`config.mk`:
```
export PLATFORM = sky130hd
export DESIGN_NAME = issue_decoder
export DESIGN_NICKNAME = d
export VERILOG_FILES = /design/src/hw/ooo_pkg.sv /design/src/hw/issue_decoder.sv
export SDC_FILE = /design/constraint.sdc
export NUM_CORES = 1
export LEC_CHECK = 0
export BUFFER_PORTS_ARGS = -buffer_cell sky130_fd_sc_hd__buf_4
export CAP_MARGIN = 20
export CORE_MARGIN = 3
export CORE_UTILIZATION = 30
export DETAILED_ROUTE_END_ITERATION = 8
export PLACE_DENSITY_LB_ADDON = 0.12
export SKIP_LAST_GASP = 1
export SYNTH_ARGS = -nofsm -noshare
export SYNTH_HDL_FRONTEND = slang
export SYNTH_SLANG_ARGS = --single-unit
```
`constraint.sdc`:
```
create_clock -name vclk -period 2.9
set_input_delay 0.435 -clock vclk [all_inputs]
set_output_delay 0.435 -clock vclk [all_outputs]
set_load 0.03 [all_outputs]
```
`src/hw/ooo_pkg.sv`:
```
`default_nettype none

package ooo_pkg;

    localparam int XLEN      = 32;
    localparam int ROB_DEPTH = 8;
    localparam int TAG_W     = 3;

    localparam logic [6:0] OPC_OP        = 7'b0110011;
    localparam logic [6:0] OPC_OP_IMM    = 7'b0010011;
    localparam logic [6:0] FUNCT7_MULDIV = 7'b0000001;

    typedef logic [XLEN-1:0]  xlen_t;
    typedef logic [4:0]       arch_reg_t;
    typedef logic [TAG_W-1:0] rob_tag_t;

    typedef enum logic [3:0] {
        ALU_ADD, ALU_SUB, ALU_SLL, ALU_SLT, ALU_SLTU,
        ALU_XOR, ALU_SRL, ALU_SRA, ALU_OR, ALU_AND
    } alu_op_e;

    // order follows funct3[1:0]
    typedef enum logic [1:0] {MUL_MUL, MUL_MULH, MUL_MULHSU, MUL_MULHU} mul_op_e;

    typedef enum logic [1:0] {FU_ALU, FU_MUL, FU_NONE} fu_sel_e;

    typedef struct packed {
        logic [6:0] funct7;
        arch_reg_t  rs2;
        arch_reg_t  rs1;
        logic [2:0] funct3;
        arch_reg_t  rd;
        logic [6:0] opcode;
    } r_type_t;

    typedef struct packed {
        logic [11:0] imm12;
        arch_reg_t   rs1;
        logic [2:0]  funct3;
        arch_reg_t   rd;
        logic [6:0]  opcode;
    } i_type_t;

    typedef union packed {
        r_type_t r;
        i_type_t i;
    } inst_word_u;

    typedef struct packed {
        logic     ready;
        rob_tag_t tag;
        xlen_t    value;
    } operand_t;

    typedef struct packed {
        fu_sel_e    fu;
        logic [3:0] op;     // alu_op_e or mul_op_e, per unit
        arch_reg_t  rd;
        logic       wr_en;
        arch_reg_t  rs1;
        arch_reg_t  rs2;
        logic       use_imm;
        xlen_t      imm;
    } uop_t;

    typedef struct packed {
        logic [3:0] op;
        operand_t   src1;
        operand_t   src2;
        rob_tag_t   dest;
    } rs_entry_t;

    typedef struct packed {
        logic     valid;
        rob_tag_t tag;
        xlen_t    value;
    } cdb_t;

    typedef struct packed {
        logic      wr_en;
        arch_reg_t rd;
        xlen_t     value;
    } commit_t;

endpackage

`default_nettype wire

```
`src/hw/issue_decoder.sv`:
```
`default_nettype none
`timescale 1ns/1ps

module issue_decoder
    import ooo_pkg::*;
(
    input  logic  inst_valid,
    input  xlen_t inst,
    input  logic  rob_full,
    input  logic  alu_rs_full,
    input  logic  mul_rs_full,
    output logic  issue_ready,
    output logic  dispatch,
    output uop_t  uop
);

    inst_word_u iw;
    logic       unit_free;
    logic       is_shift;

    function automatic alu_op_e alu_decode(input logic [2:0] f3, input logic alt);
        case (f3)
            3'b000:  alu_decode = alt ? ALU_SUB : ALU_ADD;
            3'b001:  alu_decode = ALU_SLL;
            3'b010:  alu_decode = ALU_SLT;
            3'b011:  alu_decode = ALU_SLTU;
            3'b100:  alu_decode = ALU_XOR;
            3'b101:  alu_decode = alt ? ALU_SRA : ALU_SRL;
            3'b110:  alu_decode = ALU_OR;
            default: alu_decode = ALU_AND;
        endcase
    endfunction

    assign iw       = inst;
    assign is_shift = (iw.i.funct3 == 3'b001) || (iw.i.funct3 == 3'b101);

    always_comb begin
        uop     = '0;
        uop.fu  = FU_NONE;
        uop.rd  = iw.r.rd;
        uop.rs1 = iw.r.rs1;
        uop.rs2 = iw.r.rs2;
        case (iw.r.opcode)
            OPC_OP: begin
                if (iw.r.funct7 == FUNCT7_MULDIV) begin
                    if (!iw.r.funct3[2]) begin  // div/rem not supported
                        uop.fu = FU_MUL;
                        uop.op = {2'b00, iw.r.funct3[1:0]};
                    end
                end else begin
                    uop.fu = FU_ALU;
                    uop.op = alu_decode(iw.r.funct3, iw.r.funct7[5]);
                end
            end
            OPC_OP_IMM: begin
                uop.fu      = FU_ALU;
                uop.use_imm = 1'b1;
                uop.op      = alu_decode(iw.i.funct3, iw.i.imm12[10] && iw.i.funct3 == 3'b101);
                uop.imm     = is_shift ? {27'b0, iw.i.imm12[4:0]}
                                       : {{20{iw.i.imm12[11]}}, iw.i.imm12};
            end
            default: ;
        endcase
        uop.wr_en = (uop.fu != FU_NONE) && (iw.r.rd != '0);
    end

    always_comb begin
        case (uop.fu)
            FU_ALU:  unit_free = !alu_rs_full;
            FU_MUL:  unit_free = !mul_rs_full;
            default: unit_free = 1'b1;
        endcase
    end

    assign issue_ready = !rob_full && unit_free;
    assign dispatch    = inst_valid && issue_ready;

endmodule

`default_nettype wire

```
== Word-level counts from Yosys, hierarchy flattened ==
Index checks and enable logic that the tools add are counted.
Widths: inputs -> output; s select.
Storage, ports and cells
  bits in registers: 0
  input port bits: 36
  output and inout bits: 57
  word-level logic and storage cells: 34
Cells by class
  equality and inequality tests: 11
  multiplexer cells: 12
  reductions and logical operators: 11
Operators by type and width (count)
  $pmux 4 s7: 2
  $mux 33: 1
  $mux 32: 1
  $mux 6: 2
  $pmux 6 s2: 1
  $eq 3x3->1 const B: 3
  $eq 7x1->1 const B: 1
  $eq 7x5->1 const B: 1
  $eq 7x6->1 const B: 1
  $eq 3x2->1 const B: 2
  $reduce_bool 5->1: 1
  $logic_and 1x1->1: 4
  $mux 1: 4
  $eq 3x1->1 const B: 1
  $logic_not 1->1: 3
  $logic_not 3->1: 1
  $eq 2x1->1 const B: 1
  $logic_not 2->1: 1
  $ne 2x2->1 const B: 1
  $pmux 1 s2: 1
  $logic_or 1x1->1: 1

== Logic depth before layout (Yosys ltp) ==
  word-level depth: 9
  mapped depth: 6

== Least setup slack after synthesis ==
OpenSTA, ideal clock, no wires.
  path type: input -> output
  from: in inst[2]
  to: out uop[12] (netlist name)
  arrival time: 2120 ps
  required time: 2465 ps
  path slack: 345 ps
  stages: 6
  path buffers: 2
  path through: nand4bb_1 or3b_1 buf_2 nor3_2 and2_2 buf_4
RTL lines
  from (decl): RTL line issue_decoder.sv:8  | input xlen_t inst,
  to (decl): RTL line issue_decoder.sv:14  | output uop_t uop

== Final worst setup path ==
  from: in inst[31]
  to: out dispatch
On the way
  cells in the longest elaborated chain, start to end: 7
  elaborated cells between the ends (all ways): 8
  classes of those cells: 2 x eq/ne; 3 x mux; 3 x reduce/logical
RTL lines
  $eq 7x1->1 *: RTL line issue_decoder.sv:45  | if (iw.r.funct7 == FUNCT7_MULDIV) begin
  $mux 6 *: RTL line issue_decoder.sv:45
  $pmux 6 s2 *: RTL line issue_decoder.sv:43  | case (iw.r.opcode)
  $eq 2x1->1 / $logic_not 2->1 (equally long branches): RTL line issue_decoder.sv:68  | case (uop.fu)
  $pmux 1 s2 *: RTL line issue_decoder.sv:68
  $logic_and 1x1->1 *: RTL line issue_decoder.sv:75  | assign issue_ready = !rob_full && unit_free;
  $logic_and 1x1->1 *: RTL line issue_decoder.sv:76  | assign dispatch = inst_valid && issue_ready;
  to (decl): RTL line issue_decoder.sv:13  | output logic dispatch,
Every way passes the cells marked *; elsewhere a longest branch is shown, timed or not.

==> flow_summary.yaml <==
run_status:
  outcome: "completed"
yosys:
  syn_area_um2: 642
  synth_cells: 92
  yosysTopAreaCellShare_pct: 40.9
  syn_nets: 128
  yosysMostFrequentCell: "buf_4"
  yosysUniqueCellTypes: 30
  synth_area_per_cell_um2: 6.98
  yosys-top-cells-area: "buf_4, and2_1, nor3_1"
  yosysSeqAreaShare_pct: 0
  ys_warn_count: 0
  synth_top_cells_by_count: "buf_4, and2_1, nor3_1"
  synth_top_area_cell: "buf_4"
routing:
  ant_nets: 0
  dr.pass1.iters: 4
  dr_total_vias: 750
  drcViolationCount: 0
  first_iter_violations: 5
  wire_per_inst_um: 11.2
  wl_mm: 1.86
  via_per_inst: 4.52
layout:
  register_area_um2: 0
  seq_cells: 0
  nClkBuffers: 0
  multi_input_area_um2: 358
  synthToLayoutAreaGrowth_pct: 61.6
  stdcell_count: 166
  nNetsFinal: 177
  layout-drive-gt1-share_pct: 66.9
  design_area_um2: 1040
  fillers: 210
  antenna-diode-count: 0
setup_path:
  crit_fanout: 6
  worstSetupEndpointType: "output pin"
  worst-path-buf-inv: 2
  critPathMostFrequentCell: "buf_4"
  cpPeakStageDelay_ns: 0.66
  crit_type: "input port to output pin"
  critPathSlowestCell: "or4b_1"
  worstPathRequired_ns: 2.47
  critPathTopFamily: "simple AND/OR/NAND/NOR gates"
  critPathArrivalTime_ns: 2.10
  path_cells: "buf_4, or4b_1, nor4b_1, o21ai_0, a21boi_1, buf_4"
  start_kind: "input port"
placed_design:
  place_congestion: 0.636
  io_buffers: 83
  dpl_cell_area_um2: 1040
  dp_cells: 166
  dp_hpwl_mm: 1.60
timing:
  rsz0062_at_grt: "no"
  tns_ns: 0
  timing.fmax_mhz: 394
  fin_crit_ns: 2.54
  holdWs_ns: 0.870
  maxSlewViolCount: 0
  setup_viol: 0
  worst_pin_slew_ns: 0.324
  hold_violations: 0
  slew_headroom_pct: 78.1
  fin_crit_sh_pct: 87.6
grt:
  grt_usage_pct: 12.2
  gr-usage-met3_pct: 0.855
  grt_pass1_wl_mm: 2.74
  use_met1_pct: 17.9
  use_met2_pct: 19.5
  grt_max_degree: 22
  antenna_found_initial: 0
  grt_busiest_layer: "met2"
  grt_overflow: 0
  grt_pass1_vias: 621
power_and_ir_drop:
  p_per_area_nw_per_um2: 95.8
  power_mw: 0.0994
  peakVddDrop_mv: 0.0539
  leakage_nw: 0.552
die:
  core_region_area_um2: 2000
  ios: 93
  die_area_um2: 2730
  row_count: 16
  die_x_um: 52.3
  initial_core_util_pct: 32.1
  die_h_um: 52.3
cts:
  hold_buffers: 0
  cts.repair.resized: 0
  cts_setup_buffers: 0
hold_path:
  hp-class: "input port to output pin"
job:
  maxCapViolCount: 0
==> per-layer routing <==
metal,vias to the layer above,wire length (µm)
met5,-,0
met2,59,838
met3,6,276
met1,314,720
met4,0,22
li1,371,-
==> final cells by class <==
type	count	area share [%]
Timing Repair Buffer	85	61.5
Inverter	2	0.724
Tap cell	27	3.26
Multi-Input combinational cell	52	34.5
==> cells by family after synthesis <==
| logic type | after synthesis | synth area share [%] |
|---|---|---|
| compound gates | 11 | 13.6 |
| buf+inv | 40 | 44.2 |
| mux | 1 | 1.75 |
| simple gates | 40 | 40.4 |
==> layout by cell type (no fill, tap or decap), types with 2 or more instances in the layout <==
cell type  synthesis  routed
o21ai_0            3       3
nor2b_1            2       2
nand2b_1           2       2
nor3_1             6       6
nor2_1             3       3
or4b_1             2       2
buf_4             35      85
and2_1            11      11
inv_1              2       2
a21oi_1            2       2
nand2_1            4       4
==> through the flow <==
stage          worst slack, ns  utilization, %
2_1_floorplan            0.345               -
3_3_place_gp             0.399            51.8
3_5_place_dp             0.377            51.8
4_1_cts                  0.360            51.8
5_1_grt                  0.167            51.8
6_report                 0.360            51.8
==> power by group <==
part           switching (mW)  internal [mW]
Clock                       0              0
Combinational          0.0485         0.0509
Sequential                  0              0
Total                  0.0485         0.0509
==> path summary, 6_finish.rpt <==
check	start	endpoint	slack [ns]	depth (start not counted)
worst max-delay path	inst[31]	dispatch	0.36	6
worst min-delay path	inst[15]	uop[38]	0.87	0
(Power assumes the default switching activity.)
