## src/hw/ooo_pkg.sv

```systemverilog
`default_nettype none

package ooo_pkg;

    localparam int XLEN      = 32;
    localparam int ROB_DEPTH = 8;
    localparam int TAG_W     = 3;

    localparam logic [6:0] OPC_OP        = 7'b0110011;
    localparam logic [6:0] OPC_OP_IMM    = 7'b0010011;
    localparam logic [6:0] FUNCT7_MULDIV = 7'b0000001;

    typedef logic [XLEN-1:0]  xlen_t;
    typedef logic [4:0]       arch_reg_t;
    typedef logic [TAG_W-1:0] rob_tag_t;

    typedef enum logic [3:0] {
        ALU_ADD, ALU_SUB, ALU_SLL, ALU_SLT, ALU_SLTU,
        ALU_XOR, ALU_SRL, ALU_SRA, ALU_OR, ALU_AND
    } alu_op_e;

    // order follows funct3[1:0]
    typedef enum logic [1:0] {MUL_MUL, MUL_MULH, MUL_MULHSU, MUL_MULHU} mul_op_e;

    typedef enum logic [1:0] {FU_ALU, FU_MUL, FU_NONE} fu_sel_e;

    typedef struct packed {
        logic [6:0] funct7;
        arch_reg_t  rs2;
        arch_reg_t  rs1;
        logic [2:0] funct3;
        arch_reg_t  rd;
        logic [6:0] opcode;
    } r_type_t;

    typedef struct packed {
        logic [11:0] imm12;
        arch_reg_t   rs1;
        logic [2:0]  funct3;
        arch_reg_t   rd;
        logic [6:0]  opcode;
    } i_type_t;

    typedef union packed {
        r_type_t r;
        i_type_t i;
    } inst_word_u;

    typedef struct packed {
        logic     ready;
        rob_tag_t tag;
        xlen_t    value;
    } operand_t;

    typedef struct packed {
        fu_sel_e    fu;
        logic [3:0] op;     // alu_op_e or mul_op_e, per unit
        arch_reg_t  rd;
        logic       wr_en;
        arch_reg_t  rs1;
        arch_reg_t  rs2;
        logic       use_imm;
        xlen_t      imm;
    } uop_t;

    typedef struct packed {
        logic [3:0] op;
        operand_t   src1;
        operand_t   src2;
        rob_tag_t   dest;
    } rs_entry_t;

    typedef struct packed {
        logic     valid;
        rob_tag_t tag;
        xlen_t    value;
    } cdb_t;

    typedef struct packed {
        logic      wr_en;
        arch_reg_t rd;
        xlen_t     value;
    } commit_t;

endpackage

`default_nettype wire

```

## src/hw/alu_unit.sv

```systemverilog
`default_nettype none
`timescale 1ns/1ps

module alu_unit
    import ooo_pkg::*;
(
    input  logic      clk,
    input  logic      rst_n,
    input  logic      send,
    input  rs_entry_t req,
    input  logic      mul_busy,
    output logic      ready,
    output cdb_t      cdb_alu
);

    xlen_t    a;
    xlen_t    b;
    xlen_t    y;
    logic     res_valid;
    rob_tag_t res_tag;
    xlen_t    res_value;
    logic     hold;

    assign a = req.src1.value;
    assign b = req.src2.value;

    always_comb begin
        case (alu_op_e'(req.op))
            ALU_ADD:  y = a + b;
            ALU_SUB:  y = a - b;
            ALU_SLL:  y = a << b[4:0];
            ALU_SLT:  y = {31'b0, $signed(a) < $signed(b)};
            ALU_SLTU: y = {31'b0, a < b};
            ALU_XOR:  y = a ^ b;
            ALU_SRL:  y = a >> b[4:0];
            ALU_SRA:  y = xlen_t'($signed(a) >>> b[4:0]);
            ALU_OR:   y = a | b;
            ALU_AND:  y = a & b;
            default:  y = '0;
        endcase
    end

    assign hold    = res_valid && mul_busy;  // lost the bus this cycle
    assign ready   = !hold;
    assign cdb_alu = '{valid: res_valid, tag: res_tag, value: res_value};

    always_ff @(posedge clk or negedge rst_n) begin
        if (!rst_n)
            res_valid <= 1'b0;
        else if (!hold)
            res_valid <= send;
    end

    always_ff @(posedge clk) begin
        if (!hold && send) begin
            res_tag   <= req.dest;
            res_value <= y;
        end
    end

endmodule

`default_nettype wire

```

## config.mk

```make
export PLATFORM = sky130hd
export DESIGN_NAME = alu_unit
export DESIGN_NICKNAME = d
export VERILOG_FILES = /design/src/hw/ooo_pkg.sv /design/src/hw/alu_unit.sv
export SDC_FILE = /design/constraint.sdc
export NUM_CORES = 1
export LEC_CHECK = 0
export BUFFER_PORTS_ARGS = -buffer_cell sky130_fd_sc_hd__buf_2
export CORE_AREA = 2 2 153 155
export CTS_BUF_LIST = sky130_fd_sc_hd__clkbuf_16
export DETAILED_ROUTE_END_ITERATION = 10
export DIE_AREA = 0 0 155 157
export GPL_TIMING_DRIVEN = 1
export SLEW_MARGIN = 20
export SYNTH_ARGS = -nofsm -noshare
export SYNTH_HDL_FRONTEND = slang
export SYNTH_SLANG_ARGS = --single-unit
```

## constraint.sdc

```tcl
create_clock -name clk -period 3.1 [get_ports clk]
set_clock_uncertainty 0.2 [all_clocks]
set_input_delay 0.155 -clock clk [delete_from_list [all_inputs] [get_ports clk]]
set_output_delay 0.155 -clock clk [all_outputs]
set_load 0.01 [all_outputs]
```

# Word level (Yosys, flattened, before mapping)
# Index checks and enable logic that the tools add are counted.
# totals
in_bits	83
ram_bits	0
n_memories	0
reg_bits	36
out_inout_bits	37
romBits	0
word_cells	27
latchBits	0
# classes
n_div	0
n_shift	3
addsub	2
n_mux	1
reduce_logical	4
bitwise_logic	3
n_mul	0
n_lt_le_gt_ge	2
n_eq_ne	9
# op_table
op	count
one-hot mux 32 bit (10 select lines)	1
less-than comparator 32 bit	2
adder 32 bit	1
bitwise AND 32 bit	1
bitwise OR 32 bit	1
left shift 32 x 5 -> 32 bit	1
right shift 32 x 5 -> 32 bit	1
>>> shifter 32 x 5 -> 32 bit	1
subtractor 32 bit	1
bitwise XOR 32 bit	1
== test 4 x 3 -> 1 bit, second input constant	4
== test 4 x 2 -> 1 bit, second input constant	2
== test 4 bit, second input constant	2
== test 4 x 1 -> 1 bit, second input constant	1
logical NOT 4 bit	1
logical AND 1 bit	2
logical NOT 1 bit	1

# Longest topological paths before layout
# logic_depth
depth_word	3
depth_mapped	14
ltp_nobuf	13

# Least setup slack after synthesis
# No wires, ideal clock.
# synth_path
kind	input port to flip-flop
start	input port req[6] (netlist bit)
end	register res_value[29] (data pin)
stages	13
path_buffers	3
path_slack_ps	-502
setup_time_ps	176
required_time_ps	2724
t_arrival_ps	3226
cell_sequence	clkbuf_1 inv_2 buf_1 clkbuf_1 ha_1 o211ai_2 o211a_1 or4b_4 nand2_2 a21oi_2 or4_1 and3_4 o311ai_2
# synth_between
elab_chain_cells	2
word_cells_on_any_way	6
cone_classes	add/sub: 2; shift: 3; mux: 1
# synth_lines
item	line_no	source
start, declared	alu_unit.sv:10	input rs_entry_t req,
subtractor 32 bit (tied with other cells)	alu_unit.sv:30	ALU_SUB: y = a - b;
one-hot mux 32 bit (10 select lines) (*)	alu_unit.sv:28	case (alu_op_e'(req.op))
named net y[29]	alu_unit.sv:18	xlen_t y;
end signal, assigned	alu_unit.sv:57	res_value <= y;
end, declared	alu_unit.sv:21	xlen_t res_value;
# Mark *: on every way through the listed nets, which the timed path passes. The rest lies on a longest branch.
# A chain may end at the register's enable or synchronous reset.

# Worst setup path after layout
# layout_path
start	input port req[48] (netlist bit)
end	register res_value[26] (data pin)
# The elaborated chain is that of the path after synthesis.

==> impl_metrics.env <==
export IMPL_num_vias=11100
export IMPL_timing_final_crit_share_pct=98.6
export IMPL_whs_endpoint="res_value[19]"
export IMPL_drtIter0Drc=1261
export IMPL_syn_inst=1255
export IMPL_drc=0
export IMPL_drv_slew=0
export IMPL_clkSinkCount=36
export IMPL_finalWeightedCongestion=1.02
export IMPL_gr_total_overflow=0
export IMPL_ys_ff_latch=36
export IMPL_grt_pass1_vias=10400
export IMPL_path_clk_slew_ns=0.07
export IMPL_cts_buffers=5
export IMPL_io_pins=120
export IMPL_insertion_delay_ns=0.29
export IMPL_dp_cells=1781
export IMPL_initial_core_util_pct=41.7
export IMPL_synth_distinct_cells=82
export IMPL_grt_setup_unrepaired="no"
export IMPL_cts_buffer_depth=2
export IMPL_finish_utilization_pct=53.0
export IMPL_layout_drive_gt1_share_pct=28.6
export IMPL_setup_viol=0
export IMPL_powerDensity_nw_per_um2=265
export IMPL_synth_top_area_share_pct=12.9
export IMPL_viasPerCell=6.18
export IMPL_wl_per_cell_um=23.5
export IMPL_mappedNetlistArea_um2=9380
export IMPL_tightest_slew_ns=0.921
export IMPL_p_leak_uw=0.00539
export IMPL_ys_seq_area_share_pct=11.5
export IMPL_synthTopCellsByArea="ha_1 13%, mux4_2 11%, edfxtp_1 11%"
export IMPL_path_max_fanout=4
export IMPL_yosys_warnings=0
export IMPL_placed_area_um2=11700
export IMPL_maxSlewHeadroom_pct=38.6
export IMPL_firstDrtPassIters=5
export IMPL_pre_cts_slack_ns=-0.229
export IMPL_grt_max_degree=85
export IMPL_ff2ff_setup_slack_ns=1.28
export IMPL_synth_common_cells="161 x nor2_1, 120 x o21ai_0, 99 x a21oi_1"
export IMPL_end_kind="register"
export IMPL_outcome="complete, no violations"
export IMPL_die_area_um2=24300
export IMPL_r2r_end="res_value[13]"
export IMPL_synth_most_common_cell="nor2_1"
export IMPL_fin_ws_ns=0.0444
export IMPL_track_usage_pct=34.2
export IMPL_fillers=2258
export IMPL_hold_path_depth=4
export IMPL_fp_dieW_um=155
export IMPL_worstSetupPathType="input port to register"
export IMPL_period_minus_slack_ns=3.06
export IMPL_fmax_mhz=327
export IMPL_total_power_uw=3160
export IMPL_portBuffers=111
export IMPL_synth_area_per_cell_um2=7.47
export IMPL_clockRootBuffer="clkbuf_16"
export IMPL_hpwlAfterDp_mm=33.6
export IMPL_row_count=55
export IMPL_max_cap_violations=0
export IMPL_crit_path_start_kind="input port"
export IMPL_multi_input_area_um2=7570
export IMPL_dieHeight_um=157
export IMPL_area_growth_pct=27.1
export IMPL_grt_pass1_wl_mm=63.3
export IMPL_synth_largest_area_cell="ha_1"
export IMPL_cts_tree="done"
export IMPL_reg2reg_from="res_valid"
export IMPL_synth_main_ff_cell="edfxtp_1"
export IMPL_ant_nets=0
export IMPL_design_area_um2=11900
export IMPL_finalWirelength_mm=42.2
export IMPL_async_reset_ff_share_pct=2.78
export IMPL_area_sequential_um2=1080
export IMPL_irDropWorstVdd_uv=176
export IMPL_core_um2=22500
export IMPL_worst_ep_arrival_time_ns=2.99
export IMPL_antenna_found_initial=1
export IMPL_worstHoldStart="req[22]"
export IMPL_nNetsFinal=1693
export IMPL_synth_nets=1437
export IMPL_holdCritPathClass="input port to register"
export IMPL_required_ns=3.03
export IMPL_r2r_cells=2
export IMPL_synth_edf_count=35
export IMPL_htree_levels=2
export IMPL_final_hold_viol_count=0
export IMPL_post_layout_nonfiller_instances=1798
stage by stage:
step,hold WS (ns),setup TNS [ns]
6_report,0.257,0
2_1_floorplan,-0.341,0
5_1_grt,0.278,0
3_3_place_gp,-0.271,-2.05
3_5_place_dp,-0.269,-2.11
4_1_cts,0.253,0
final cells by class:
| class | instances | share of cell area (%) |
|---|---|---|
| inverter | 96 | 3.11 |
| tap | 285 | 2.99 |
| clock buffer | 5 | 1.05 |
| antenna | 1 | 0.0210 |
| multi-input combinational | 1024 | 63.5 |
| sequential | 36 | 9.03 |
| timing repair buffer | 348 | 20.1 |
| clock inverter | 3 | 0.136 |
worst max-delay path: stages:
cell and delay, ns:
buf_2 0.13, inv_1 0.05, ha_1 0.29, a2111oi_1 0.47, buf_4 0.20, o21ai_0 0.17
o21ai_1 0.26, a21boi_0 0.16, or2_2 0.35, a31oi_1 0.29, o211ai_1 0.11, and3_1 0.20
o21ai_1 0.17
metal layers:
layer	GRT usage, %	wire [um]	part of all wire [%]	vias up
li1	-	-	-	5160
met1	47.3	18100	43	5202
met2	52.3	18100	43	647
met3	6.03	3740	8.9	96
met4	14.9	2200	5.2	0
met5	0	0	0	-
state kept, by name, indices dropped and copies added (netlist names):
signal,flops
res_tag,3
res_valid,1
res_value,32
repair_timing:
| action | in CTS | in global routing |
|---|---|---|
| gates resized for setup | 0 | 10 |
| endpoints found under the hold margin | 5 | 0 |
| hold buffers | 7 | 0 |
| setup endpoints to repair | 0 | 12 |
| setup buffers | 0 | 1 |
worst max-delay path by stage:
stage | startpoint | end | slack [ns] | depth (start not counted)
floorplan | req[4] | res_value[31] | 0.002 | 13
global route | req[12] | res_value[26] | 0.007 | 13
global placement | req[48] | res_value[22] | -0.27 | 13
detailed placement | req[48] | res_value[22] | -0.23 | 13
finish | req[48] | res_value[26] | 0.04 | 13
CTS | req[48] | res_value[26] | 0.07 | 13
power by group:
group	switching, uW	internal, uW
Sequential	9.42	589
Combinational	1170	858
Clock	232	295
Total	1410	1740
layout by cell type (no fill, tap or decap), drive strengths merged, types with 35 or more instances in the layout:
cell	count
buf	341
nand2	91
inv	97
mux4	47
ha	97
edfxtp	35
mux2i	43
a21oi	101
nor2	161
o21ai	124
cells by family (layout without fill, tap and decap cells):
kind of cell	after synthesis	after routing	synth area share, %
AOI/OAI and AO/OA	429	429	29.9
and+or+nand+nor	382	382	18.4
buffers and inverters	195	452	8.66
adders and majority gates	99	99	13.4
muxes	95	95	16.5
DFF	36	36	11.5
xor gates and xnor gates	19	19	1.77
other	0	1	0
Note: power is estimated with default switching activity, not from simulation.
