--- config.mk ---
export PLATFORM = sky130hd
export DESIGN_NAME = reorder_buffer
export DESIGN_NICKNAME = d
export VERILOG_FILES = /design/src/hw/ooo_pkg.sv /design/src/hw/reorder_buffer.sv
export SDC_FILE = /design/constraint.sdc
export NUM_CORES = 1
export LEC_CHECK = 0
export ABC_AREA = 1
export BUFFER_PORTS_ARGS = -buffer_cell sky130_fd_sc_hd__buf_2
export CAP_MARGIN = 20
export CORE_MARGIN = 3
export CORE_UTILIZATION = 40
export DETAILED_ROUTE_END_ITERATION = 10
export PLACE_DENSITY = 0.63
export SLEW_MARGIN = 0
export SYNTH_ARGS = -nofsm -noshare
export SYNTH_HDL_FRONTEND = slang
export SYNTH_SLANG_ARGS = --single-unit
--- constraint.sdc ---
create_clock -name clk -period 7.8 [get_ports clk]
set_input_delay 1.17 -clock clk [delete_from_list [all_inputs] [get_ports clk]]
set_output_delay 1.17 -clock clk [all_outputs]
set_load 0.02 [all_outputs]
--- src/hw/ooo_pkg.sv ---
`default_nettype none

package ooo_pkg;

    localparam int XLEN      = 32;
    localparam int ROB_DEPTH = 8;
    localparam int TAG_W     = 3;

    localparam logic [6:0] OPC_OP        = 7'b0110011;
    localparam logic [6:0] OPC_OP_IMM    = 7'b0010011;
    localparam logic [6:0] FUNCT7_MULDIV = 7'b0000001;

    typedef logic [XLEN-1:0]  xlen_t;
    typedef logic [4:0]       arch_reg_t;
    typedef logic [TAG_W-1:0] rob_tag_t;

    typedef enum logic [3:0] {
        ALU_ADD, ALU_SUB, ALU_SLL, ALU_SLT, ALU_SLTU,
        ALU_XOR, ALU_SRL, ALU_SRA, ALU_OR, ALU_AND
    } alu_op_e;

    // order follows funct3[1:0]
    typedef enum logic [1:0] {MUL_MUL, MUL_MULH, MUL_MULHSU, MUL_MULHU} mul_op_e;

    typedef enum logic [1:0] {FU_ALU, FU_MUL, FU_NONE} fu_sel_e;

    typedef struct packed {
        logic [6:0] funct7;
        arch_reg_t  rs2;
        arch_reg_t  rs1;
        logic [2:0] funct3;
        arch_reg_t  rd;
        logic [6:0] opcode;
    } r_type_t;

    typedef struct packed {
        logic [11:0] imm12;
        arch_reg_t   rs1;
        logic [2:0]  funct3;
        arch_reg_t   rd;
        logic [6:0]  opcode;
    } i_type_t;

    typedef union packed {
        r_type_t r;
        i_type_t i;
    } inst_word_u;

    typedef struct packed {
        logic     ready;
        rob_tag_t tag;
        xlen_t    value;
    } operand_t;

    typedef struct packed {
        fu_sel_e    fu;
        logic [3:0] op;     // alu_op_e or mul_op_e, per unit
        arch_reg_t  rd;
        logic       wr_en;
        arch_reg_t  rs1;
        arch_reg_t  rs2;
        logic       use_imm;
        xlen_t      imm;
    } uop_t;

    typedef struct packed {
        logic [3:0] op;
        operand_t   src1;
        operand_t   src2;
        rob_tag_t   dest;
    } rs_entry_t;

    typedef struct packed {
        logic     valid;
        rob_tag_t tag;
        xlen_t    value;
    } cdb_t;

    typedef struct packed {
        logic      wr_en;
        arch_reg_t rd;
        xlen_t     value;
    } commit_t;

endpackage

`default_nettype wire

--- src/hw/reorder_buffer.sv ---
`default_nettype none
`timescale 1ns/1ps

module reorder_buffer
    import ooo_pkg::*;
(
    input  logic     clk,
    input  logic     rst_n,
    input  logic     dispatch,
    input  uop_t     uop,
    input  cdb_t     cdb,
    input  rob_tag_t query_tag1,
    input  rob_tag_t query_tag2,
    output logic     full,
    output rob_tag_t alloc_tag,
    output logic     rob_done1,
    output logic     rob_done2,
    output xlen_t    rob_value1,
    output xlen_t    rob_value2,
    output logic     commit_valid,
    output commit_t  commit,
    output rob_tag_t commit_tag
);

    logic [ROB_DEPTH-1:0] done;
    logic [ROB_DEPTH-1:0] wr_q;
    arch_reg_t            rd_q  [ROB_DEPTH];
    xlen_t                val_q [ROB_DEPTH];
    rob_tag_t             head;
    rob_tag_t             tail;
    logic [TAG_W:0]       count;

    assign full      = (count == ROB_DEPTH);
    assign alloc_tag = tail;

    assign rob_done1  = done[query_tag1];
    assign rob_done2  = done[query_tag2];
    assign rob_value1 = val_q[query_tag1];
    assign rob_value2 = val_q[query_tag2];

    assign commit_valid = (count != '0) && done[head];
    assign commit_tag   = head;
    assign commit       = '{wr_en: wr_q[head], rd: rd_q[head], value: val_q[head]};

    always_ff @(posedge clk or negedge rst_n) begin
        if (!rst_n) begin
            head  <= '0;
            tail  <= '0;
            count <= '0;
            done  <= '0;
        end else begin
            if (cdb.valid)
                done[cdb.tag] <= 1'b1;
            if (dispatch) begin
                done[tail] <= (uop.fu == FU_NONE);  // nothing to execute
                tail       <= tail + 1'b1;
            end
            if (commit_valid)
                head <= head + 1'b1;
            case ({dispatch, commit_valid})
                2'b10:   count <= count + 1'b1;
                2'b01:   count <= count - 1'b1;
                default: ;
            endcase
        end
    end

    always_ff @(posedge clk) begin
        if (dispatch) begin
            rd_q[tail] <= uop.rd;
            wr_q[tail] <= uop.wr_en;
        end
        // unsupported ops retire with zero
        if (dispatch && uop.fu == FU_NONE)
            val_q[tail] <= '0;
        if (cdb.valid)
            val_q[cdb.tag] <= cdb.value;
    end

endmodule

`default_nettype wire

## After elaboration in Yosys (flattened, before gate mapping)

Memory sizes are Yosys's and may differ from the RTL's.
Cells that the tools add are included.

| word-level totals | value |
|---|---|
| bits of input ports | 100 |
| word-level logic and storage cells | 52 |
| output and inout bits | 112 |
| bits in writable memories | 296 |
| register bits after elaboration | 26 |
| memories | 2 |

| cells by class | value |
|---|---|
| multiplexer cells | 23 |
| bitwise operators | 1 |
| add/sub/neg operators | 4 |
| reduce and logical (&&, ||, !) cells | 6 |
| equality and inequality tests | 4 |
| order comparisons | 7 |

Memory list:

| memory | words | bits a word | rd ports | clocked after memory_dff | wr ports | RTL line | source |
|---|---|---|---|---|---|---|---|
| val_q | 8 | 32 | 3 | 0 | 2 | reorder_buffer.sv:28 | `xlen_t val_q [ROB_DEPTH];` |
| rd_q | 8 | 5 | 1 | 0 | 1 | reorder_buffer.sv:27 | `arch_reg_t rd_q [ROB_DEPTH];` |

Operator list:

| kind | number |
|---|---|
| $lt 3x4->1 const B | 5 |
| $bwmux 8 | 2 |
| $mux 8 | 2 |
| $bmux 1 s3 | 4 |
| $mux 1 | 12 |
| $or 8x8->8 | 1 |
| $pmux 4 s2 | 1 |
| $add 3x1->3 const B | 2 |
| $demux 1 s3 | 2 |
| $ge 3x1->1 const B | 2 |
| $add 4x1->4 const B | 1 |
| $eq 2x2->1 const B | 2 |
| $eq 4x4->1 const B | 1 |
| $logic_and 1x1->1 | 4 |
| $reduce_bool 4->1 | 1 |
| $sub 4x1->4 const B | 1 |
| $eq 2x1->1 const B | 1 |
| $reduce_bool 2->1 | 1 |

## Longest topological paths before layout

| depth | value |
|---|---|
| word-level depth | 8 |
| mapped depth | 17 |
| mapped depth without buffers | 15 |

## Least setup slack after synthesis

OpenSTA, ideal clock, no wires.

| path | value |
|---|---|
| path type | input to register |
| from | input uop[53] in the netlist's numbering |
| to | memory val_q[7][0] in the netlist's numbering, enable pin |
| data required time | 7.332 ns |
| cell stages on the path | 3 |
| arrival time | 3.953 ns |
| path slack | 3.379 ns |
| path buffers | 1 |
| library setup time | 0.468 ns |
| cell sequence | or2_2 > clkbuf_1 > o21ai_0 |

RTL lines:

| what | RTL line | source |
|---|---|---|
| start: declaration | reorder_buffer.sv:10 | `input uop_t uop,` |
| end: declaration | reorder_buffer.sv:28 |  |

## Worst setup path after layout

| path | value |
|---|---|
| from | input query_tag2[0] |
| to | output rob_done2 |

| between the ends | value |
|---|---|
| cells in the longest elaborated chain, start to end | 2 |

RTL lines:

| what | RTL line | source |
|---|---|---|
| start: declaration | reorder_buffer.sv:13 | `input rob_tag_t query_tag2,` |
| $bmux 1 s3 | reorder_buffer.sv:37 | `assign rob_done2 = done[query_tag2];` |
| $mux 1 (implied by the code) | reorder_buffer.sv:37 |  |
| end: declaration | reorder_buffer.sv:17 | `output logic rob_done2,` |

Every way passes these cells. The select of a mux whose other input is x is not followed.

==> flow_summary.yaml <==
run_status:
  outcome: "finished clean"
yosys:
  synth.net_count: 2479
  yosys.area_share.simple: 0.180
  synth_mux_area_frac: 0
  yosys.area.top_type: "edfxtp_1"
  synth_top_family_by_area: "compound AO/OA/AOI/OAI gates"
  synth_compound_area_frac: 0.227
  synth_area_sq_um: 18600
  post_synth.cell_area_avg_sq_um: 7.84
  yosys.area.top_type_share: 0.490
  synth-adder-area-share: 0.00336
  ys_seq_elements: 322
  yosysSeqAreaShare: 0.515
  synth_warnings: 0
  ys_top_cells_by_area: "edfxtp_1, o21ai_0, nor2_1, nand2_1, a21oi_1"
  yosys.area_share.xor_xnor: 0.00235
  synthCells: 2374
  ys_types: 28
pwr:
  p_leak_nw: 8.42
  ir_worst_vdd_uv: 317
  internal_power_mw: 3.67
  power.share.switching: 0.397
  power.clock.fraction: 0.283
  power_frac_seq: 0.364
  p_per_area_nw_per_um2: 292
  p_comb_frac: 0.353
  p_sw_mw: 2.42
cells_and_area:
  area_delta_synth_final_pct: 11.9
  fill_cells: 4409
  diodes: 0
  fin_nets: 2528
  drive_above_1_share: 0.108
  utilization: 0.456
  regArea_sq_um: 9590
  multi_input_area_sq_um: 7690
clock_network:
  ctsResizeCount: 0
  cts_buffer_depth: 3
  clk_latency_ns: 0.53
  cts_tree: "yes"
  cts_sinks: 322
  cts.htree.levels: 2
  clk_pin_slew_ns: 0.06
  cts.root.buffer_cell: "clkbuf_16"
  postCtsHoldBufs: 0
  postCtsSetupRepairBufs: 0
  cts_buffers: 36
global_route:
  grt_first_pass_wirelength_mm: 97.1
  gr-usage-all-layers: 0.252
  grt-ovfl-total: 0
  antenna_found_initial: 0
  grt_pass1_vias: 17100
  grt_max_degree: 111
timing:
  fin_tns_setup_ns: 0
  skew_ns: 0.0117
  period_share: 0.689
  fmax_mhz: 186
  finalCriticalPeriod_ns: 5.37
  tightest_slew_ns: 1.15
  setup_viol: 0
  slew_headroom: 0.234
  rsz0062_at_grt: "false"
  timing_hold_violations_final: 0
  slew_viol_final: 0
  fin_ws_ns: 2.43
place:
  hpwl_mm: 35.0
  portBuffers: 164
  place_ws_ns: 2.58
  place_congestion: 0.811
run:
  max-cap-violations: 0
setup_path:
  cp-start-kind: "input pin"
  cp-end-kind: "primary output"
  required_ns: 6.63
  worstPathArrival_ns: 4.20
  crit_fanout: 110
  worstSetupPathType: "in -> out"
routing:
  ant_nets: 0
  wire_per_inst_um: 21.4
  drtIter0Drc: 2301
  vias: 17800
  wl_mm: 65.2
  vias_per_cell: 5.83
  drc: 0
  dr.pass1.iters: 10
floorplan:
  row_count: 78
  io_pins: 212
  core_sq_um: 45700
  die_area_sq_um: 49200
  die_w_um: 222
  die_h_um: 222
  start_util: 0.408
worst_hold_path:
  hold_path.class: "reg -> reg"
==> through the flow <==
step | std cells | power, mW | hold WS [ns] | area [sq um]
floorplan | 2374 | 3.66 | 0.469 | 18600
global placement | 2985 | 4.32 | 0.492 | 19600
detailed placement | 2985 | 4.37 | 0.508 | 19600
CTS | 3050 | 6.09 | 0.522 | 20800
global route | 3050 | 6.43 | 0.533 | 20800
finish | 3050 | 6.09 | 0.525 | 20800
==> worst max-delay path: stages <==
cell and delay [ns]:
buf_4 0.77, clkinv_2 0.80, buf_4 0.58, a21oi_1 0.22, o21ai_0 0.10, nand3_1 0.10, o21a_1 0.18, buf_2 0.18
==> path summary, 6_finish.rpt <==
check,startpoint,to,slack (ns),cells past startpoint
worst max-delay path,query_tag2[0],rob_done2,2.43,8
worst max register to register,commit_tag[0],count[2],3.59,14
worst min register to register,done[6],done[6],0.52,2
worst min-delay path,done[6],done[6],0.52,2
min in group asynchronous,rst_n,count[1],0.57,1
max in group asynchronous,rst_n,commit_tag[1],6.89,1
==> registers in the layout (all words and copies together), names as in the netlist <==
register,flops
done,8
wr_q,8
count,4
commit_tag,3
alloc_tag,3
val_q,256
rd_q,40
==> placed cells by master, fill, tap and decap left out, drive strengths merged, types with 4 or more instances in the layout <==
cell type / Yosys / layout
nor2: 485 / 485
inv: 138 / 140
edfxtp: 304 / 304
a21oi: 204 / 204
o22ai: 13 / 13
clkinv: 2 / 15
dfrtp: 18 / 18
nand4: 4 / 4
clkbuf: 120 / 43
nand2: 366 / 366
ha: 5 / 5
o21ai: 620 / 620
nand3: 13 / 13
buf: 67 / 198
bufinv: 0 / 5
==> Yosys cell counts <==
library cell  count
o21ai_0         577
buf_6             8
clkbuf_1        120
buf_1            14
buf_4             4
inv_1           137
buf_2            41
nand3_1           9
or2_2             2
xnor2_1           2
edfxtp_1        304
a21o_1            1
nor3_1            3
a21oi_1         204
nor2_1          485
nand2_2           1
nand2_1         365
o21a_1            2
nand4_1           4
clkinv_2          2
o21ai_1          43
ha_1              5
nand3_2           4
nor4_1            2
dfrtp_1          18
inv_2             1
xor2_1            3
o22ai_1          13
==> logic make-up (layout without fill, tap and decap cells) <==
kind of cell | Yosys count | after routing
simple gates | 875 | 875
compound gates | 840 | 840
buf+inv | 327 | 403
flops | 322 | 322
fa+ha+maj | 5 | 5
xor+xnor | 5 | 5
==> power groups by stage <==
stage                     clock network, mW  registers, mW  logic, mW
final                                  1.73           2.22       2.15
after global routing                   1.82           2.23       2.38
after CTS                              1.74           2.21       2.14
after global placement                    0           2.24       2.08
after floorplan                           0           2.11       1.54
after detailed placement                  0           2.24       2.13
==> layout make-up <==
class,instances,share of cell area
clock buffers,43,0.0455
clock inverters,22,0.0113
inverters,140,0.0253
multi-input cells,1725,0.369
flip-flops and latches,322,0.460
well taps,600,0.0360
repair buffers,198,0.0521
==> routing by layer <==
metal | up-vias | wire [um] | GRT usage
met5 | - | 0 | 0
met4 | 0 | 2200 | 0.104
met3 | 182 | 6880 | 0.0432
met2 | 1089 | 30000 | 0.408
met1 | 8376 | 26100 | 0.336
li1 | 8144 | - | -
Power figures use the tool's default switching activity.
