## src/hw/ooo_pkg.sv

```systemverilog
`default_nettype none

package ooo_pkg;

    localparam int XLEN      = 32;
    localparam int ROB_DEPTH = 8;
    localparam int TAG_W     = 3;

    localparam logic [6:0] OPC_OP        = 7'b0110011;
    localparam logic [6:0] OPC_OP_IMM    = 7'b0010011;
    localparam logic [6:0] FUNCT7_MULDIV = 7'b0000001;

    typedef logic [XLEN-1:0]  xlen_t;
    typedef logic [4:0]       arch_reg_t;
    typedef logic [TAG_W-1:0] rob_tag_t;

    typedef enum logic [3:0] {
        ALU_ADD, ALU_SUB, ALU_SLL, ALU_SLT, ALU_SLTU,
        ALU_XOR, ALU_SRL, ALU_SRA, ALU_OR, ALU_AND
    } alu_op_e;

    // order follows funct3[1:0]
    typedef enum logic [1:0] {MUL_MUL, MUL_MULH, MUL_MULHSU, MUL_MULHU} mul_op_e;

    typedef enum logic [1:0] {FU_ALU, FU_MUL, FU_NONE} fu_sel_e;

    typedef struct packed {
        logic [6:0] funct7;
        arch_reg_t  rs2;
        arch_reg_t  rs1;
        logic [2:0] funct3;
        arch_reg_t  rd;
        logic [6:0] opcode;
    } r_type_t;

    typedef struct packed {
        logic [11:0] imm12;
        arch_reg_t   rs1;
        logic [2:0]  funct3;
        arch_reg_t   rd;
        logic [6:0]  opcode;
    } i_type_t;

    typedef union packed {
        r_type_t r;
        i_type_t i;
    } inst_word_u;

    typedef struct packed {
        logic     ready;
        rob_tag_t tag;
        xlen_t    value;
    } operand_t;

    typedef struct packed {
        fu_sel_e    fu;
        logic [3:0] op;     // alu_op_e or mul_op_e, per unit
        arch_reg_t  rd;
        logic       wr_en;
        arch_reg_t  rs1;
        arch_reg_t  rs2;
        logic       use_imm;
        xlen_t      imm;
    } uop_t;

    typedef struct packed {
        logic [3:0] op;
        operand_t   src1;
        operand_t   src2;
        rob_tag_t   dest;
    } rs_entry_t;

    typedef struct packed {
        logic     valid;
        rob_tag_t tag;
        xlen_t    value;
    } cdb_t;

    typedef struct packed {
        logic      wr_en;
        arch_reg_t rd;
        xlen_t     value;
    } commit_t;

endpackage

`default_nettype wire

```

## src/hw/multiplier.sv

```systemverilog
`default_nettype none
`timescale 1ns/1ps

module multiplier
    import ooo_pkg::*;
(
    input  logic      clk,
    input  logic      rst_n,
    input  logic      send,
    input  rs_entry_t req,
    input  cdb_t      alu_result,
    output logic      mul_busy,
    output cdb_t      cdb
);

    mul_op_e            op_in;
    logic               a_signed;
    logic               b_signed;
    logic [2:0]         stage_valid;
    mul_op_e            s1_op;
    mul_op_e            s2_op;
    rob_tag_t           s1_tag;
    rob_tag_t           s2_tag;
    rob_tag_t           s3_tag;
    logic signed [32:0] s1_a;
    logic signed [32:0] s1_b;
    logic signed [65:0] full_prod;
    logic [63:0]        s2_prod;
    xlen_t              s3_value;

    assign op_in    = mul_op_e'(req.op[1:0]);
    assign a_signed = (op_in == MUL_MULH) || (op_in == MUL_MULHSU);
    assign b_signed = (op_in == MUL_MULH);

    assign full_prod = s1_a * s1_b;

    always_ff @(posedge clk or negedge rst_n) begin
        if (!rst_n)
            stage_valid <= '0;
        else
            stage_valid <= {stage_valid[1:0], send};
    end

    always_ff @(posedge clk) begin
        // 33-bit operands cover signed, unsigned and mixed forms
        s1_a     <= {a_signed & req.src1.value[XLEN-1], req.src1.value};
        s1_b     <= {b_signed & req.src2.value[XLEN-1], req.src2.value};
        s1_op    <= op_in;
        s1_tag   <= req.dest;
        s2_prod  <= full_prod[63:0];
        s2_op    <= s1_op;
        s2_tag   <= s1_tag;
        s3_value <= (s2_op == MUL_MUL) ? s2_prod[31:0] : s2_prod[63:32];
        s3_tag   <= s2_tag;
    end

    assign mul_busy = stage_valid[2];

    always_comb begin
        if (stage_valid[2])
            cdb = '{valid: 1'b1, tag: s3_tag, value: s3_value};
        else
            cdb = alu_result;
    end

endmodule

`default_nettype wire

```

## config.mk

```make
export PLATFORM = sky130hd
export DESIGN_NAME = multiplier
export DESIGN_NICKNAME = d
export VERILOG_FILES = /design/src/hw/ooo_pkg.sv /design/src/hw/multiplier.sv
export SDC_FILE = /design/constraint.sdc
export NUM_CORES = 2
export LEC_CHECK = 0
export ABC_AREA = 0
export BUFFER_PORTS_ARGS = -buffer_cell sky130_fd_sc_hd__buf_4
export CAP_MARGIN = 10
export CORE_MARGIN = 2
export CORE_UTILIZATION = 30
export CTS_CLUSTER_SIZE = 25
export DETAILED_ROUTE_END_ITERATION = 16
export PLACE_DENSITY = 0.46
export SLEW_MARGIN = 0
export SYNTH_ARGS = -nofsm -noshare
export SYNTH_HDL_FRONTEND = slang
export SYNTH_SLANG_ARGS = --single-unit
```

## constraint.sdc

```tcl
create_clock -name clk -period 24.2 [get_ports clk]
set_input_delay 1.21 -clock clk [delete_from_list [all_inputs] [get_ports clk]]
set_output_delay 1.21 -clock clk [all_outputs]
set_load 0.1 [all_outputs]
```

# ---- After elaboration in Yosys (flattened, before gate mapping)
# Cells that the tools add are included.
dict set report word_totals {
  in_bits 118
  wordCells 19
  rom_bits 0
  mem_bits_rw 0
  mem_count 0
  reg_bits 178
  latchBits 0
}
dict set report op_classes {
  magnitude_cmp 0
  bitwise 2
  muxes 2
  addsub 0
  shifts 0
  n_reduce_logical 2
  mul 1
  n_eq_ne 2
  div 0
}
# operator n
set op_table {}
lappend op_table {{multiplier 33 x 33 -> 64 bit} 1}
lappend op_table {{2-to-1 mux 36 bit} 1}
lappend op_table {{2-to-1 mux 32 bit} 1}
lappend op_table {{AND 1 bit} 2}
lappend op_table {{== test 2 x 1 -> 1 bit, second input constant} 1}
lappend op_table {{== test 2 bit, second input constant} 1}
lappend op_table {{logical NOT 2 bit} 1}
lappend op_table {{logical OR 1 bit} 1}

# ---- Longest topological paths before layout
dict set report depth {
  word_depth 3
  ltp_mapped 28
}

# ---- Worst setup path after synthesis
# Ideal clock, no wire load.
dict set report synth_path {
  path_kind {reg-to-reg}
  startpoint {register s1_a[32]}
  endpoint {register s2_prod[62]}
  setup_slack_ns 16.548
  period_less_slack_ns 7.652
  required_time_ns 24.128
  stages_incl_launch_ff 26
  arrival_ns 7.580
  setup_time_ns 0.072
  cell_sequence {dfxtp_1 -> clkbuf_1 -> nand2_1 -> inv_1 -> fa_1 -> fa_1 -> fa_1 -> inv_1 -> fa_1 -> fa_1 -> inv_1 -> fa_1 -> fa_1 -> inv_1 -> fa_1 -> inv_1 -> ha_1 -> a21o_1 -> a21oi_1 -> o21bai_1 -> a21o_1 -> a221o_1 -> a21oi_1 -> a21bo_2 -> a21oi_1 -> xnor2_1}
}
dict set report synth_between {
  elab_chain_len 1
}
# element line
set synth_lines {}
lappend synth_lines {{start: declaration} multiplier.sv:25} ;# logic signed [32:0] s1_a;
lappend synth_lines {{start signal: assignment} multiplier.sv:46} ;# s1_a <= {a_signed & req.src1.value[XLEN-1], req.src1.value};
lappend synth_lines {{multiplier 33 x 33 -> 64 bit} multiplier.sv:35} ;# assign full_prod = s1_a * s1_b;
lappend synth_lines {{via full_prod[62]} multiplier.sv:27} ;# logic signed [65:0] full_prod;
lappend synth_lines {{end signal: assignment} multiplier.sv:50} ;# s2_prod <= full_prod[63:0];
lappend synth_lines {{end: declaration} multiplier.sv:28} ;# logic [63:0] s2_prod;
# The timed path passes the listed nets, and every way through them passes these cells.

# ---- Worst setup path after layout
dict set report layout_path {
  startpoint {register s1_a[17]}
  endpoint {register s2_prod[49]}
}
# The elaborated chain is that of the path after synthesis.

==> results.json <==
{
  "cpPeakStageDelay_ns": 1.06,
  "gr-total-overflow": 0,
  "synth.top_cell.area_share_pct": 52.88,
  "r2r-end": "s2_prod[49]$_DFF_P_",
  "synth-seq-cells": 178,
  "critPathRequiredTime_ns": 24.59,
  "die_h_um": 380.8,
  "finalSetupViolations": 0,
  "grt_pass1_wl_um": 196000,
  "r2r_slack_ns": 15.41,
  "nets": 5845,
  "fp-row-count": 138,
  "clk_latency_ns": 0.57,
  "die_x_um": 380.8,
  "cts.clk_slew.worst_paths_ns": 0.12,
  "slew_viol_final": 0,
  "min_from": "s1_tag[0]$_DFF_P_",
  "cts_hold_buf": 0,
  "outcome": "finished clean",
  "nFillCells": 14879,
  "io_pins": 155,
  "vias": 28370,
  "cts_setup_buffers": 0,
  "syn_area_um2": 42590,
  "clock_sinks": 178,
  "yosys_warnings": 0,
  "postCtsResizedCells": 0,
  "synth_mux_area_share_pct": 1.795,
  "worst_r2r_path_depth": 23,
  "synth_xor_area_share_pct": 1.563,
  "worst_setup_path_end_kind": "register",
  "synth-simple-area-share_pct": 14.65,
  "coreArea_um2": 141200,
  "synth_nets": 5844,
  "crit_cells": 23,
  "max_slew_margin_pct": 26.06,
  "area_delta_synth_final_pct": 8.737,
  "synth_largest_area_cell": "fa_1",
  "post_synth.cell_area_avg_um2": 9.706,
  "critPathTopFamily": "adder cells",
  "synth.distinct_cells": 58,
  "antenna_found_initial": 7,
  "synth_top_family_by_area": "adder cells",
  "fin_crit_ns": 8.795,
  "drive_gt1_share_pct": 7.519,
  "synthTopCellsByArea": "fa_1, inv_1, dfxtp_1",
  "min_to": "s2_tag[0]$_DFF_P_",
  "critPathMaxFanout": 33,
  "mostFrequentLayoutCells": "fa_1, inv_1, and2_1",
  "grt_max_degree": 35,
  "path_common_cell": "fa_1",
  "cp_num_buf_inv": 4,
  "cp_slowest_cell": "dfxtp_2",
  "finClkSkew_ns": 0.03791,
  "ctsRootBufferMaster": "clkbuf_16",
  "worstMarginPinSlew_ns": 1.109,
  "rsz0062_at_grt": "false",
  "synth_ff_type": "dfxtp_1",
  "dr.pass1.iters": 5,
  "synth_compound_area_share_pct": 2.841,
  "vias_per_cell": 4.507,
  "syn_inst": 4388,
  "wirelength_um": 122500,
  "numCtsBuffers": 17,
  "critPathKind": "register to register",
  "dieArea_um2": 145000,
  "seq_area_frac_synth_pct": 8.402,
  "max_cap_viol_count": 0,
  "hold_depth": 0,
  "gp_congestion": 0.8273,
  "dp_hpwl_um": 94960,
  "drc_errors": 0,
  "hold_viol": 0,
  "critPathArrivalTime_ns": 9.19,
  "synthAdderAreaFrac_pct": 59.14,
  "grt_usage_pct": 17.87,
  "timing.rr.start": "s1_a[17]$_DFF_P_",
  "hold_path.class": "register to register",
  "timing.final.ws_setup_ns": 15.41,
  "final_common_cell": "fa_1",
  "initial_core_util_pct": 30.15,
  "wl_per_cell_um": 19.46,
  "cp-start-kind": "register",
  "crit_chain": "and2_1, fa_1, fa_1, inv_1, fa_1, inv_1, fa_1, fa_1, fa_1, fa_1, inv_1, fa_1, inv_1, ha_1, a21oi_1, nor2b_1, o21ai_0, nand3_1, a21oi_1, o31ai_1, a31oi_1, o21ai_0, xnor2_1",
  "port_buffers": 144,
  "first_iter_violations": 1044,
  "finalCritPeriodShare_pct": 36.34,
  "first_global_vias": 32762,
  "synth-async-reset-ratio_pct": 1.685,
  "fmaxAchievable_mhz": 113.7,
  "cts.htree.levels": 4,
  "ant_nets": 0,
  "dp_slack_ns": 15.56,
  "synth_enable_flop_cells": 0,
  "cts_buffer_depth": 2,
  "tns_ns": 0,
  "cts_tree": "yes",
  "hold_ws_ns": 0.3208
}
-- cell families (layout without fill, tap and decap cells) --
family                   after synthesis  in the layout
XOR/XNOR                              76             76
AND/OR/NAND/NOR                     1225           1225
flip-flops                           178            178
other                                  0              2
AO/OA/AOI/OAI                        188            188
adder cells (fa/ha/maj)             1338           1338
multiplexers                          68             68
buffers and inverters               1315           1329
-- per-stage QoR --
stage / area, um^2 / utilization (%) / std cells
2_1_floorplan: 42590 / - / 4388
3_3_place_gp: 45670 / 32.34 / 6260
3_5_place_dp: 45670 / 32.34 / 6260
4_1_cts: 46310 / 32.79 / 6292
5_1_grt: 46310 / 32.79 / 6292
6_report: 46310 / 32.79 / 6294
-- cell type report --
type	instances	area (um^2)	area share, %
inverter	1093	4103	8.859
sequential	178	3597	7.768
clock buffer	17	425.4	0.9186
multi-input combinational	2895	34080	73.58
tap	1890	2365	5.106
timing repair buffer	204	1531	3.307
clock inverter	15	209.0	0.4512
antenna	2	5.005	0.01081
-- flip-flops by register name, indices dropped and copies added (netlist names) --
register,flops
s1_a,33
s3_value,32
s1_b,33
stage_valid,3
s2_op,2
s1_tag,3
s1_op,2
s3_tag,3
s2_prod,64
s2_tag,3
-- metal layers --
metal / part of all wire [%] / vias up / GRT usage [%] / wire [um]
li1: - / 12515 / - / -
met1: 41 / 15281 / 21.91 / 50790
met2: 53 / 437 / 33.05 / 65470
met3: 3.0 / 137 / 2.156 / 3714
met4: 2.0 / 0 / 4.326 / 2480
met5: 0 / - / 0 / 0
-- worst reg2reg max path: stages (launching register included) --
cell and delay [ns]:
dfxtp_2 1.06, and2_1 0.28, fa_1 0.44, fa_1 0.57
inv_1 0.06, fa_1 0.52, inv_1 0.05, fa_1 0.48
fa_1 0.61, fa_1 0.44, fa_1 0.49, inv_1 0.05
fa_1 0.55, inv_1 0.07, ha_1 0.35, a21oi_1 0.37
nor2b_1 0.08, o21ai_0 0.17, nand3_1 0.10, a21oi_1 0.32
o31ai_1 0.23, a31oi_1 0.64, o21ai_0 0.25, xnor2_1 0.43
-- worst max-delay path by stage --
| stage | from | to | slack, ns |
|---|---|---|---|
| 2_1_floorplan | s1_a[32]$_DFF_P_ | s2_prod[62]$_DFF_P_ | 16.55 |
| 3_3_place_gp | s1_a[17]$_DFF_P_ | s2_prod[49]$_DFF_P_ | 15.54 |
| 3_5_place_dp | s1_a[17]$_DFF_P_ | s2_prod[49]$_DFF_P_ | 15.56 |
| 4_1_cts | s1_a[17]$_DFF_P_ | s2_prod[49]$_DFF_P_ | 15.49 |
| 5_1_grt | s1_a[17]$_DFF_P_ | s2_prod[49]$_DFF_P_ | 15.04 |
| 6_report | s1_a[17]$_DFF_P_ | s2_prod[49]$_DFF_P_ | 15.41 |
-- synthesized netlist by cell type (9+ instances only) --
library cell  count
xor2_1           25
nand2b_1         13
nor2b_1          27
dfxtp_1         175
o21ai_0          36
inv_1          1093
a21o_1           29
mux2_2           67
a21oi_1          64
xnor2_1          51
o21a_1            9
nor2_1           26
nand2_1         545
ha_1            213
nand4_1          14
clkbuf_1        213
and2_1          548
fa_1           1125
nand3_1          15
Power is not shown: default switching activity piles up to over one toggle a cycle in this logic, so the estimate is an artifact.
